**src/codec_init_pkg.sv**
```systemverilog
`default_nettype none

package codec_init_pkg;

	// field view, as the codec register map sees it
	typedef struct packed {
		logic [6:0] reg_addr;
		logic [8:0] reg_data;
	} cmd_fields_s;

	// byte view, as the bus sends it
	typedef struct packed {
		logic [7:0] hi;
		logic [7:0] lo;
	} cmd_bytes_s;

	typedef union packed {
		cmd_fields_s fields;
		cmd_bytes_s  bytes;
	} codec_cmd_u;

	// forward half of a req/ack link
	typedef struct packed {
		logic       req;
		codec_cmd_u cmd;
	} cmd_link_s;

	localparam logic [6:0] CODEC_ADDR = 7'h1a; // write byte is 8'h34

	localparam int N_CMDS = 7;

	localparam logic [15:0] CMD_TABLE [0:N_CMDS-1] = '{
		16'h1e00, // reset
		16'h0815, // analog path
		16'h0a00, // digital path
		16'h0c00, // power down
		16'h0e42, // digital interface format
		16'h1019, // sampling control
		16'h1201  // active
	};

endpackage

`default_nettype wire

```
**src/init_sequencer.sv**
```systemverilog
`timescale 1ns/1ps
`default_nettype none

module init_sequencer (
	input  wire                       i_clk,
	input  wire                       i_rst_n,
	input  wire                       i_start,
	input  wire                       i_ack,
	output codec_init_pkg::cmd_link_s o_link,
	output logic                      o_last
);

	localparam int IW = $clog2(codec_init_pkg::N_CMDS);
	localparam logic [IW-1:0] LAST_IDX = IW'(codec_init_pkg::N_CMDS - 1);

	typedef enum logic [1:0] {
		S_IDLE,
		S_LOAD,
		S_REQ,
		S_REL
	} state_e;

	state_e                     state_r;
	logic [IW-1:0]              idx_r;
	logic                       req_r;
	codec_init_pkg::codec_cmd_u cmd_r;
	logic [15:0]                entry;

	assign entry = codec_init_pkg::CMD_TABLE[idx_r];

	assign o_link.req = req_r;
	assign o_link.cmd = cmd_r;
	assign o_last     = req_r && (idx_r == LAST_IDX);

	always_ff @(posedge i_clk or negedge i_rst_n) begin
		if (!i_rst_n) begin
			state_r <= S_IDLE;
			idx_r   <= '0;
			req_r   <= 1'b0;
		end else begin
			case (state_r)
				S_IDLE: begin
					if (i_start) begin // also the state after a finished run
						idx_r   <= '0;
						state_r <= S_LOAD;
					end
				end
				S_LOAD: begin
					req_r   <= 1'b1;
					state_r <= S_REQ;
				end
				S_REQ: begin
					if (i_ack) begin
						req_r   <= 1'b0;
						state_r <= S_REL;
					end
				end
				S_REL: begin
					if (!i_ack) begin // four phases done
						if (idx_r == LAST_IDX) begin
							state_r <= S_IDLE;
						end else begin
							idx_r   <= idx_r + 1'b1;
							state_r <= S_LOAD;
						end
					end
				end
				default: state_r <= S_IDLE;
			endcase
		end
	end

	// table entry split into register fields
	always_ff @(posedge i_clk) begin
		if (state_r == S_LOAD) begin
			cmd_r.fields.reg_addr <= entry[15:9];
			cmd_r.fields.reg_data <= entry[8:0];
		end
	end

endmodule

`default_nettype wire

```
**src/cmd_fifo.sv**
```systemverilog
`timescale 1ns/1ps
`default_nettype none

module cmd_fifo #(
	parameter int FIFO_DEPTH = 4
) (
	input  wire                       i_clk,
	input  wire                       i_rst_n,
	input  wire codec_init_pkg::cmd_link_s i_link,
	output logic                      o_ack,
	input  wire                       i_last,
	output codec_init_pkg::cmd_link_s o_link,
	input  wire                       i_ack,
	output logic                      o_last
);

	localparam int AW = $clog2(FIFO_DEPTH);

	codec_init_pkg::codec_cmd_u mem [FIFO_DEPTH];
	logic                       last_mem [FIFO_DEPTH];

	logic [AW:0] wr_ptr, rd_ptr; // extra bit tells full from empty
	logic        full, empty;
	logic        push, pop;
	logic        in_ack_r;
	logic        out_req_r, out_wait_r;

	assign empty = (wr_ptr == rd_ptr);
	assign full  = (wr_ptr[AW] != rd_ptr[AW]) && (wr_ptr[AW-1:0] == rd_ptr[AW-1:0]);
	assign push  = i_link.req && !in_ack_r && !full;
	assign pop   = out_wait_r && !i_ack; // ack fall ends the output phase

	assign o_ack      = in_ack_r;
	assign o_link.req = out_req_r;
	assign o_link.cmd = mem[rd_ptr[AW-1:0]];
	assign o_last     = out_req_r && last_mem[rd_ptr[AW-1:0]];

	always_ff @(posedge i_clk or negedge i_rst_n) begin
		if (!i_rst_n) begin
			wr_ptr     <= '0;
			rd_ptr     <= '0;
			in_ack_r   <= 1'b0;
			out_req_r  <= 1'b0;
			out_wait_r <= 1'b0;
		end else begin
			if (push) begin
				wr_ptr   <= wr_ptr + 1'b1;
				in_ack_r <= 1'b1;
			end else if (in_ack_r && !i_link.req) begin
				in_ack_r <= 1'b0;
			end

			if (!out_req_r && !out_wait_r && !empty) begin
				out_req_r <= 1'b1;
			end else if (out_req_r && i_ack) begin
				out_req_r  <= 1'b0;
				out_wait_r <= 1'b1;
			end else if (pop) begin
				out_wait_r <= 1'b0;
				rd_ptr     <= rd_ptr + 1'b1;
			end
		end
	end

	always_ff @(posedge i_clk) begin
		if (push) begin
			mem[wr_ptr[AW-1:0]]      <= i_link.cmd;
			last_mem[wr_ptr[AW-1:0]] <= i_last;
		end
	end

endmodule

`default_nettype wire

```
**src/i2c_write_master.sv**
```systemverilog
`timescale 1ns/1ps
`default_nettype none

module i2c_write_master #(
	parameter int CLK_DIV = 4
) (
	input  wire                            i_clk,
	input  wire                            i_rst_n,
	input  wire codec_init_pkg::cmd_link_s i_link,
	output logic                           o_ack,
	input  wire                            i_last,
	input  wire                            i_start,
	input  wire                            i_sda,
	output logic                           o_scl,
	output logic                           o_sda_oe,
	output logic                           o_nack,
	output logic                           o_done
);

	localparam int DW = (CLK_DIV > 1) ? $clog2(CLK_DIV) : 1;
	localparam logic [DW-1:0] DIV_MAX = DW'(CLK_DIV - 1);
	localparam logic [4:0] LAST_BIT = 5'd26;

	typedef enum logic [2:0] {
		S_IDLE,
		S_START,
		S_BITS,
		S_ACK,
		S_STOP,
		S_HAND
	} state_e;

	state_e      state_r;
	logic [DW-1:0] div_r;
	logic        tick;
	logic [1:0]  q_r; // quarter within a bit time
	logic [4:0]  bit_r;
	logic [4:0]  bit_nx;
	logic        slot_nx;
	logic [26:0] shift_r;
	logic        last_r;
	logic        ack_r;
	logic        nack_r;
	logic        done_r;
	logic        scl_c, oe_c;
	logic        scl_r, oe_r;

	assign tick    = (div_r == DIV_MAX);
	assign bit_nx  = bit_r + 1'b1;
	assign slot_nx = (bit_nx == 5'd8) || (bit_nx == 5'd17) || (bit_nx == LAST_BIT);

	assign o_ack    = ack_r;
	assign o_nack   = nack_r;
	assign o_done   = done_r;
	assign o_scl    = scl_r;
	assign o_sda_oe = oe_r;

	// quarter period divider, held in reset between transactions
	always_ff @(posedge i_clk or negedge i_rst_n) begin
		if (!i_rst_n) begin
			div_r <= '0;
		end else if (state_r == S_IDLE || state_r == S_HAND || tick) begin
			div_r <= '0;
		end else begin
			div_r <= div_r + 1'b1;
		end
	end

	always_ff @(posedge i_clk or negedge i_rst_n) begin
		if (!i_rst_n) begin
			state_r <= S_IDLE;
			q_r     <= '0;
			bit_r   <= '0;
			last_r  <= 1'b0;
			ack_r   <= 1'b0;
			nack_r  <= 1'b0;
			done_r  <= 1'b0;
		end else begin
			if (i_start && done_r) begin // new run, a start mid-run is ignored
				done_r <= 1'b0;
				nack_r <= 1'b0;
			end
			case (state_r)
				S_IDLE: begin
					if (i_link.req) begin
						last_r  <= i_last;
						q_r     <= '0;
						bit_r   <= '0;
						state_r <= S_START;
					end
				end
				S_START: begin
					if (tick) begin
						q_r <= q_r + 1'b1;
						if (q_r == 2'd3) begin
							state_r <= S_BITS;
						end
					end
				end
				S_BITS, S_ACK: begin
					if (tick) begin
						q_r <= q_r + 1'b1;
						if (state_r == S_ACK && q_r == 2'd2 && i_sda) begin
							nack_r <= 1'b1; // sticky
						end
						if (q_r == 2'd3) begin
							bit_r <= bit_nx;
							if (bit_r == LAST_BIT) begin
								state_r <= S_STOP;
							end else if (slot_nx) begin
								state_r <= S_ACK;
							end else begin
								state_r <= S_BITS;
							end
						end
					end
				end
				S_STOP: begin
					if (tick) begin
						q_r <= q_r + 1'b1;
						if (q_r == 2'd3) begin
							ack_r   <= 1'b1;
							state_r <= S_HAND;
							if (last_r) begin
								done_r <= 1'b1;
							end
						end
					end
				end
				S_HAND: begin
					if (!i_link.req) begin
						ack_r   <= 1'b0;
						state_r <= S_IDLE;
					end
				end
				default: state_r <= S_IDLE;
			endcase
		end
	end

	// address byte, write bit, then both data bytes, ones fill the ack slots
	always_ff @(posedge i_clk) begin
		if (state_r == S_IDLE && i_link.req) begin
			shift_r <= {codec_init_pkg::CODEC_ADDR, 1'b0, 1'b1,
				i_link.cmd.bytes.hi, 1'b1, i_link.cmd.bytes.lo, 1'b1};
		end else if (state_r == S_BITS || state_r == S_ACK) begin
			if (tick && q_r == 2'd3) begin
				shift_r <= {shift_r[25:0], 1'b1};
			end
		end
	end

	always_comb begin
		scl_c = 1'b1;
		oe_c  = 1'b0;
		case (state_r)
			S_START: begin
				scl_c = (q_r != 2'd3);
				oe_c  = (q_r != 2'd0); // sda falls with scl high
			end
			S_BITS: begin
				scl_c = q_r[0] ^ q_r[1];
				oe_c  = ~shift_r[26];
			end
			S_ACK: begin
				scl_c = q_r[0] ^ q_r[1];
			end
			S_STOP: begin
				scl_c = (q_r != 2'd0);
				oe_c  = ~q_r[1]; // sda rises with scl high
			end
			default: begin
			end
		endcase
	end

	// registered pins keep scl glitch free
	always_ff @(posedge i_clk or negedge i_rst_n) begin
		if (!i_rst_n) begin
			scl_r <= 1'b1;
			oe_r  <= 1'b0;
		end else begin
			scl_r <= scl_c;
			oe_r  <= oe_c;
		end
	end

endmodule

`default_nettype wire

```
**src/codec_init_top.sv**
```systemverilog
`timescale 1ns/1ps
`default_nettype none

module codec_init_top #(
	parameter int CLK_DIV    = 4,
	parameter int FIFO_DEPTH = 4
) (
	input  wire i_clk,
	input  wire i_rst_n,
	input  wire i_start,
	input  wire i_sda,
	output wire o_scl,
	output wire o_sda_oe, // high pulls sda low
	output wire o_done,
	output wire o_nack
);

	codec_init_pkg::cmd_link_s seq_link;
	codec_init_pkg::cmd_link_s mst_link;
	logic                      seq_ack;
	logic                      mst_ack;
	logic                      seq_last;
	logic                      mst_last;

	init_sequencer u_seq (
		.i_clk   (i_clk),
		.i_rst_n (i_rst_n),
		.i_start (i_start),
		.i_ack   (seq_ack),
		.o_link  (seq_link),
		.o_last  (seq_last)
	);

	cmd_fifo #(
		.FIFO_DEPTH (FIFO_DEPTH)
	) u_fifo (
		.i_clk   (i_clk),
		.i_rst_n (i_rst_n),
		.i_link  (seq_link),
		.o_ack   (seq_ack),
		.i_last  (seq_last),
		.o_link  (mst_link),
		.i_ack   (mst_ack),
		.o_last  (mst_last)
	);

	i2c_write_master #(
		.CLK_DIV (CLK_DIV)
	) u_mst (
		.i_clk    (i_clk),
		.i_rst_n  (i_rst_n),
		.i_link   (mst_link),
		.o_ack    (mst_ack),
		.i_last   (mst_last),
		.i_start  (i_start),
		.i_sda    (i_sda),
		.o_scl    (o_scl),
		.o_sda_oe (o_sda_oe),
		.o_nack   (o_nack),
		.o_done   (o_done)
	);

endmodule

`default_nettype wire

```
**config.mk**
```make
export PLATFORM = sky130hd
export DESIGN_NAME = codec_init_top
export DESIGN_NICKNAME = d
export VERILOG_FILES = /design/src/codec_init_pkg.sv /design/src/init_sequencer.sv /design/src/cmd_fifo.sv /design/src/i2c_write_master.sv /design/src/codec_init_top.sv
export SDC_FILE = /design/constraint.sdc
export NUM_CORES = 1
export LEC_CHECK = 0
export BUFFER_PORTS_ARGS = -buffer_cell sky130_fd_sc_hd__buf_2
export CAP_MARGIN = 15
export CORE_ASPECT_RATIO = 1.75
export CORE_MARGIN = 5
export CORE_UTILIZATION = 60
export CTS_CLUSTER_SIZE = 8
export DETAILED_ROUTE_END_ITERATION = 12
export PLACE_DENSITY = 0.76
export RECOVER_POWER = 100
export SLEW_MARGIN = 20
export SYNTH_ARGS = -nofsm -noshare
export SYNTH_HDL_FRONTEND = slang
export SYNTH_HIERARCHICAL = 1
export SYNTH_SLANG_ARGS = --single-unit
export TNS_END_PERCENT = 20
```
**constraint.sdc**
```tcl
create_clock -name i_clk -period 4.5 [get_ports i_clk]
set_input_delay 0.675 -clock i_clk [delete_from_list [all_inputs] [get_ports i_clk]]
set_output_delay 0.675 -clock i_clk [all_outputs]
set_load 0.005 [all_outputs]
```
==> results of run 1 <==
## through the flow
step	instance area, µm²	total power, mW	std cells	setup slack, ns	utilization, %
after floorplan	5960	2.08	390	2.38	-
after global placement	6030	2.18	500	1.79	61.6
after detailed placement	6030	2.21	500	1.69	61.6
after CTS	6650	3.65	531	1.66	68.0
after global routing	6590	3.77	531	0.808	67.3
final	6590	3.59	531	1.10	67.3
## layer usage
layer / vias to the layer above / track usage, %
met5: - / 0
met4: 0 / 8.26
met3: 17 / 5.06
met2: 52 / 31.2
met1: 1555 / 19.4
li1: 1463 / -
## cell usage after synthesis (7+ instances only)
master,count
o21ai_0,13
dfrtp_1,32
edfxtp_1,93
and2_1,8
nand2_1,18
nor2_1,12
buf_4,11
a21oi_1,13
mux4_1,7
a22o_1,24
ha_1,24
inv_1,16
mux4_2,10
buf_2,7
dfxtp_1,10
## sequential cells by signal (all words and copies together), names as in the netlist, 2 cells and up
name	count
u_seq/idx_r	3
u_mst/q_r	2
u_mst/shift_r	26
u_mst/div_r	2
u_mst/bit_r	5
u_fifo/rd_ptr	3
u_fifo/last_mem	4
u_fifo/wr_ptr	3
u_seq/state_r	2
u_seq/cmd_r	9
u_mst/state_r	3
u_fifo/mem	64
## cell families after synthesis
group                      count (synthesis)
and+or+nand+nor                           72
AOI/OAI and AO/OA                         76
buffers and inverters                     41
muxes                                     25
DFF                                      136
other                                      1
xor gates and xnor gates                  10
adders and majority gates                 24
## final cells by class
| type | instances | area [µm²] | area share (%) |
|---|---|---|---|
| Timing Repair Buffer | 9 | 47.5 | 0.721 |
| Multi-Input combinational cell | 213 | 1880 | 28.5 |
| Clock buffer | 18 | 429 | 6.51 |
| Clock inverter | 13 | 194 | 2.94 |
| Inverter | 17 | 63.8 | 0.968 |
| Sequential cell | 136 | 3820 | 57.9 |
| Tap cell | 125 | 156 | 2.37 |
## worst max-delay path: stages, from the launching register on
cell	delay (ns)
dfrtp_1	0.93
xnor2_1	0.33
a311oi_1	0.64
and2_0	1.09
## worst min path at each step
stage | start | to | slack [ns] | cells past startpoint
2_1_floorplan | i_rst_n | u_fifo/o_ack | 0.38 | 0
3_3_place_gp | u_mst/div_r[0] | u_mst/div_r[0] | 0.42 | 1
3_5_place_dp | u_mst/div_r[0] | u_mst/div_r[0] | 0.43 | 1
4_1_cts | i_rst_n | u_mst/q_r[1] | 0.34 | 1
5_1_grt | u_mst/div_r[0] | u_mst/div_r[0] | 0.48 | 1
6_report | u_mst/div_r[0] | u_mst/div_r[0] | 0.44 | 1
## power by group
group | internal, mW | total, mW | switching, mW
registers | 1.60 | 1.72 | 0.121
logic | 0.180 | 0.431 | 0.251
clock network | 0.930 | 1.44 | 0.511
==> flow_summary.yaml, run 1 <==
run_status:
  violations: "max-capacitance violations, max-slew violations"
  status: "finished with violations"
global_routing:
  grt_max_degree: 34
  antenna_found_initial: 0
  overflow: 0
  grt_pass1_vias: 3253
  grt_pass1_wl_mm: 16.0
  grt_use_total_pct: 17.7
final_layout:
  diodes: 0
  area_delta_synth_final_pct: 10.9
  layout_commonest_cell: "edfxtp_1"
  final_layout_size_suffix_gt1_share_pct: 15.3
  mostFrequentLayoutCells: "93 x edfxtp_1, 32 x dfrtp_1, 24 x a22o_1, 24 x ha_1, 18 x nand2_1"
  n_fill_cell: 672
  nets: 422
sta:
  setup_viol: 0
  fmaxAchievable_mhz: 294
  whs_ns: 0.442
  tns_ns: 0
  skew_ns: 0.00660
  finalMaxSlewViolations: 71
  finalCritPeriodShare_pct: 75.5
  timing.slew.headroom_pct: -43.1
  fin_crit_ns: 3.40
  rsz0062_at_grt: "no"
  hold_violations: 0
  worstMarginPinSlew_ns: 2.13
detailed_routing:
  dr.pass1.iters: 5
  via_per_inst: 5.81
  wl_met3_um: 257
  wl_met2_mm: 5.27
  routed_wl_mm: 9.48
  first_iter_violations: 106
  ant_nets: 0
  wl_met1_mm: 3.76
  dr.max_layer_used: "met4"
  num_vias: 3087
  route.detailed.drc: 0
  wl_per_cell_um: 17.8
synth:
  synth_xor_area_share_pct: 2.17
  netlist_area_mm2: 0.00595
  synth.area.mux_share_pct: 8.42
  yosysTopAreaCellShare_pct: 47.0
  ys.flop_type: "edfxtp_1"
  synth_area_leader_cell: "edfxtp_1"
  avgSynthCellArea_um2: 15.4
  synth_top_family_by_area: "compound AO/OA/AOI/OAI gates"
  yosys_warnings: 6
  synth_cell_type_count: 62
  synth-edff-count: 93
  syn_inst: 385
  ys_async_sr_fraction_pct: 24.3
  synth_area_leaders: "edfxtp_1 47%, dfrtp_1 13%, ha_1 5.1%"
  synth_compound_area_share_pct: 9.64
  synthAdderAreaFrac_pct: 5.05
  synth-seq-cells: 136
  synth_simple_gate_area_share_pct: 6.86
  ys_seq_area_share_pct: 64.2
clock_tree:
  htreeDepth: 4
  clockBufferDepth: 2
  post_cts_buffers: 0
  clock_latency_ns: 0.41
  clk_pin_slew_ns: 0.06
  cts_inserted_buffers: 17
  cts_resized: 0
  cts_sinks: 136
  cts_root_buffer: "clkbuf_16"
  cts_tree: "done"
  ctsHoldBuffers: 0
worst_hold_path:
  hp-class: "reg2reg"
placement:
  io_buffers: 7
  gp_congestion: 0.821
  dp_hpwl_mm: 6.13
critical_path:
  crit_type: "reg2reg"
  worstPathArrival_ns: 3.41
  reg2reg_to: "u_fifo/mem[1][1]"
  critPathLaunchType: "flop"
  crit_required_ns: 4.51
  cp_max_fo: 20
  end_kind: "flop"
  r2r_cells: 3
  r2r-start: "u_fifo/rd_ptr[1]"
  ff2ff_setup_slack_ns: 1.10
  crit_start: "u_fifo/rd_ptr[1]"
  endpoint: "u_fifo/mem[1][1]"
pwr:
  ir_drop_mv: 0.411
  p_per_area_mw_per_mm2: 545
  leakage_nw: 2.49
floorplanning:
  initial_core_util_pct: 60.7
  die_width_um: 85.3
  pin_count: 8
  core_mm2: 0.00979
  rows: 48
  die_y_um: 142
  die_area_mm2: 0.0121
flow_run:
  drv_cap: 3
Note: power is estimated with default switching activity, not from simulation.
==> inputs of run 2 (changes only) <==
ABC_AREA = 1   (was not set)
CORE_UTILIZATION = 57   (was 60)
clock period = 3 ns   (was 4.5 ns; I/O delays follow)
==> flow_summary.yaml, run 2 <==
placement:
  dp_hpwl_mm: 7.25
  place_inst: 655
  pre_cts_slack_ns: 1.19
  place_area_mm2: 0.00618
  gp_congestion: 0.848
  io_buffers: 7
sta:
  whs_ns: 0.327
  rsz0062_at_grt: "no"
  setup_ws_ns: 0.768
  tns_ns: 0
  hold_violations: 0
  skew_ns: 0.00744
  fmaxAchievable_mhz: 448
  worstMarginPinSlew_ns: 1.94
  fin_crit_ns: 2.23
  timing.slew.headroom_pct: -29.2
  finalCritPeriodShare_pct: 74.4
  finalMaxSlewViolations: 34
  setup_viol: 0
final_layout:
  layout_commonest_cell: "edfxtp_1"
  final_layout_size_suffix_gt1_share_pct: 11.7
  ff_latch_area_mm2: 0.00382
  n_fill_cell: 801
  instances_no_fill: 687
  largest_register_ffs: 64
  final_util_pct: 63.3
  diodes: 0
  design_area_mm2: 0.00669
  area_delta_synth_final_pct: 9.75
  multi_input_area_mm2: 0.00177
  nets: 572
  mostFrequentLayoutCells: "93 x edfxtp_1, 75 x nand2_1, 60 x inv_1"
critical_path:
  crit_required_ns: 3.33
  critPathLaunchType: "flop"
  worstPathArrival_ns: 2.56
  crit_type: "reg2reg"
  cp_max_fo: 27
  end_kind: "flop"
  ff2ff_setup_slack_ns: 0.77
global_routing:
  antenna_found_initial: 0
  grt_use_total_pct: 18.1
  grt_max_degree: 36
  overflow: 0
  grt_pass1_vias: 3810
  grt_pass1_wl_mm: 17.8
synth:
  ys_top_cells_by_count: "93 x edfxtp_1, 71 x nand2_1, 58 x inv_1"
  syn_inst: 531
  avgSynthCellArea_um2: 11.5
  synth_simple_gate_area_share_pct: 12.8
  synth.area.mux_share_pct: 0
  ys.flop_type: "edfxtp_1"
  synth_cell_type_count: 44
  netlist_area_mm2: 0.00610
  synth_top_family_by_area: "simple AND/OR/NAND/NOR gates"
  synth-edff-count: 93
  synth_compound_area_share_pct: 11.5
  ys_async_sr_fraction_pct: 24.3
  yosysTopAreaCellShare_pct: 45.8
  yosys_warnings: 6
  synth-seq-cells: 136
  synth_area_leader_cell: "edfxtp_1"
  yosysMostFrequentCell: "edfxtp_1"
  synthAdderAreaFrac_pct: 4.92
  synth_xor_area_share_pct: 0.698
  synth_area_leaders: "edfxtp_1 46%, dfrtp_1 13%, ha_1 4.9%"
  ys_seq_area_share_pct: 62.6
run_status:
  violations: "max-capacitance violations, max-slew violations"
  status: "finished with violations"
floorplanning:
  pin_count: 8
  die_width_um: 88.2
  die_area_mm2: 0.0129
  core_mm2: 0.0106
  initial_core_util_pct: 57.7
  die_y_um: 147
  rows: 50
detailed_routing:
  routed_wl_mm: 10.8
  ant_nets: 0
  dr.pass1.iters: 4
  via_per_inst: 5.37
  first_iter_violations: 250
  wl_per_cell_um: 15.7
  route.detailed.drc: 0
  num_vias: 3689
clock_tree:
  cts_root_buffer: "clkbuf_16"
  cts_resized: 0
  cts_sinks: 136
  clock_latency_ns: 0.41
  clockBufferDepth: 2
  cts_inserted_buffers: 17
  post_cts_buffers: 0
  htreeDepth: 4
  ctsHoldBuffers: 0
  cts_tree: "done"
  clk_pin_slew_ns: 0.06
pwr:
  ir_drop_mv: 0.535
  leakage_nw: 2.77
  p_total_mw: 6.10
  p_per_area_mw_per_mm2: 912
flow_run:
  drv_cap: 1
worst_hold_path:
  hp-class: "in2reg"
## run 2: cell count changes in the layout (fill, tap and decap cells not counted), moves of 7 or more
cell,change
nand2_1,+57
o21ai_0,+36
nor2_1,+46
a22o_1,-10
mux4_2,-10
o22ai_1,+20
mux4_1,-7
a21oi_1,-8
nand3_1,+14
inv_1,+44
## run 2: final cells by class
type	instances	share of cell area, %
Clock buffer	21	6.73
Clock inverter	11	2.22
Inverter	67	3.80
Multi-Input combinational cell	308	26.5
Sequential cell	136	57.1
Tap cell	130	2.43
Timing Repair Buffer	14	1.25
## run 2: routing by layer
| layer | global-route usage (%) | wire length, µm |
|---|---|---|
| met5 | 0 | 0 |
| met4 | 9.00 | 263 |
| met3 | 4.88 | 322 |
| met2 | 32.2 | 6090 |
| met1 | 19.0 | 4110 |
## run 2: logic make-up after synthesis
kind of cell	Yosys count
AOI/OAI and AO/OA	105
adders and majority gates	24
other	1
xor gates and xnor gates	4
and+or+nand+nor	169
DFF	136
buffers and inverters	92
## run 2: final timing paths
kind                             startpoint                end  depth (start not counted)
hold / removal                      i_start       u_mst/o_done                          2
setup / recovery           u_mst/state_r[1]  u_mst/shift_r[21]                          7
max in group asynchronous           i_rst_n   u_fifo/rd_ptr[1]                          1
setup reg to reg           u_mst/state_r[1]  u_mst/shift_r[21]                          7
min in group asynchronous           i_rst_n     u_mst/bit_r[3]                          1
hold reg to reg              u_mst/div_r[0]     u_mst/div_r[0]                          1
## run 2: power breakdown
group          switching, mW  internal [mW]
registers              0.258           2.57
clock network          0.742           1.33
logic                  0.790          0.419
## run 2: worst max-delay path: stages (launching register included)
cell	delay, ns
dfrtp_1	0.44
nor2_1	0.29
nand2_1	0.22
nor2_8	0.27
inv_1	0.12
nand2_4	0.30
clkinvlp_2	0.30
a22oi_1	0.21
==> inputs of run 3 (changes only) <==
ABC_AREA = 0   (was 1)
CORE_UTILIZATION = 60   (was 57)
clock period = 2.1 ns   (was 3 ns; I/O delays follow)
==> flow_summary.yaml, run 3 (synthesis results as in run 1) <==
run_status:
  status: "finished with violations"
  violations: "max-capacitance violations, max-slew violations"
pwr:
  ir_drop_mv: 1.14
  p_per_area_mw_per_mm2: 1120
  leakage_nw: 2.53
  p_total_mw: 7.45
final_layout:
  mostFrequentLayoutCells: "93 x edfxtp_1, 32 x dfrtp_1, 24 x a22o_1, 24 x ha_1, 19 x clkbuf_16"
  nets: 433
  n_fill_cell: 643
  area_delta_synth_final_pct: 11.9
  layout_commonest_cell: "edfxtp_1"
  final_layout_size_suffix_gt1_share_pct: 16.3
  diodes: 0
  largest_register_ffs: 64
sta:
  rsz0062_at_grt: "no"
  setup_ws_ns: 0.146
  fmaxAchievable_mhz: 512
  worstMarginPinSlew_ns: 1.88
  fin_crit_ns: 1.95
  finalCritPeriodShare_pct: 93.0
  setup_viol: 0
  hold_violations: 0
  skew_ns: 0.00881
  finalMaxSlewViolations: 34
  timing.slew.headroom_pct: -25.3
  tns_ns: 0
floorplanning:
  die_width_um: 85.3
  rows: 48
  initial_core_util_pct: 60.7
  die_area_mm2: 0.0121
  core_mm2: 0.00979
  pin_count: 8
  die_y_um: 142
critical_path:
  r2r_cells: 4
  worstPathArrival_ns: 2.24
  crit_required_ns: 2.39
  end_kind: "flop"
  cpPeakStageDelay_ns: 0.60
  cp_max_fo: 17
  critPathLaunchType: "flop"
  crit_type: "reg2reg"
  crit_chain: "clkbuf_4 > mux4_1 > and2_1 > mux2_2"
  ff2ff_setup_slack_ns: 0.15
  slowest_stage: "mux4_1"
clock_tree:
  post_cts_buffers: 0
  clockBufferDepth: 2
  cts_resized: 0
  cts_sinks: 136
  cts_root_buffer: "clkbuf_16"
  clk_pin_slew_ns: 0.06
  ctsHoldBuffers: 0
  cts_inserted_buffers: 17
  clock_latency_ns: 0.41
  cts_tree: "done"
  htreeDepth: 4
global_routing:
  grt_max_degree: 34
  grt_pass1_wl_mm: 17.1
  grt_pass1_vias: 3443
  overflow: 0
  grt_use_total_pct: 18.7
  antenna_found_initial: 0
detailed_routing:
  route.detailed.drc: 0
  dr.pass1.iters: 5
  num_vias: 3154
  ant_nets: 0
  wl_per_cell_um: 18.5
  routed_wl_mm: 10.0
  first_iter_violations: 143
  via_per_inst: 5.81
placement:
  io_buffers: 7
  dp_hpwl_mm: 6.59
  pre_cts_slack_ns: 0.221
  gp_congestion: 0.839
worst_hold_path:
  hold_depth: 2
  hp-class: "in2reg"
flow_run:
  drv_cap: 1
-- run 3: worst paths after layout --
| path | startpoint | end |
|---|---|---|
| min in group asynchronous | i_rst_n | u_mst/o_ack |
| worst min-delay path | i_start | u_mst/o_done |
| worst min register to register | u_mst/div_r[0] | u_mst/div_r[0] |
| worst max-delay path | u_fifo/rd_ptr[0] | u_mst/last_r |
| max in group asynchronous | i_rst_n | u_seq/idx_r[1] |
| worst max register to register | u_fifo/rd_ptr[0] | u_mst/last_r |
-- run 3: layout make-up --
class | instances | area (µm²) | area share [%]
tap | 125 | 156 | 2.35
clock buffer | 30 | 547 | 8.22
timing repair buffer | 20 | 153 | 2.29
multi-input combinational | 213 | 1910 | 28.6
clock inverter | 2 | 10.0 | 0.150
inverter | 17 | 63.8 | 0.959
sequential | 136 | 3820 | 57.4
-- run 3: stage by stage --
stage | utilization, % | hold slack (ns) | std cells | area, µm²
floorplan | - | 0.0194 | 390 | 5970
global placement | 62.9 | 0.423 | 511 | 6160
detailed placement | 62.9 | 0.433 | 511 | 6160
CTS | 68.6 | 0.0133 | 543 | 6720
global route | 68.0 | 0.174 | 543 | 6660
finish | 68.0 | 0.183 | 543 | 6660
-- run 3: critical path, delay by kind of cell, from the launching register on --
| kind | cells | cell delay [ns] |
|---|---|---|
| DFF | 1 | 0.43 |
| muxes | 2 | 0.85 |
| and+or+nand+nor | 1 | 0.17 |
| buffers and inverters | 1 | 0.39 |
-- run 3: per-layer routing --
metal	part of all wire (%)	global-route usage (%)	up-vias
met2	54	32.3	47
li1	-	-	1482
met1	39	20.8	1605
met4	3.2	8.51	0
met5	0	0	-
met3	3.1	5.87	20
-- run 3: power by group --
part	switching, mW	internal [mW]
clock network	0.994	1.74
logic	0.563	0.457
registers	0.275	3.42
total	1.83	5.62
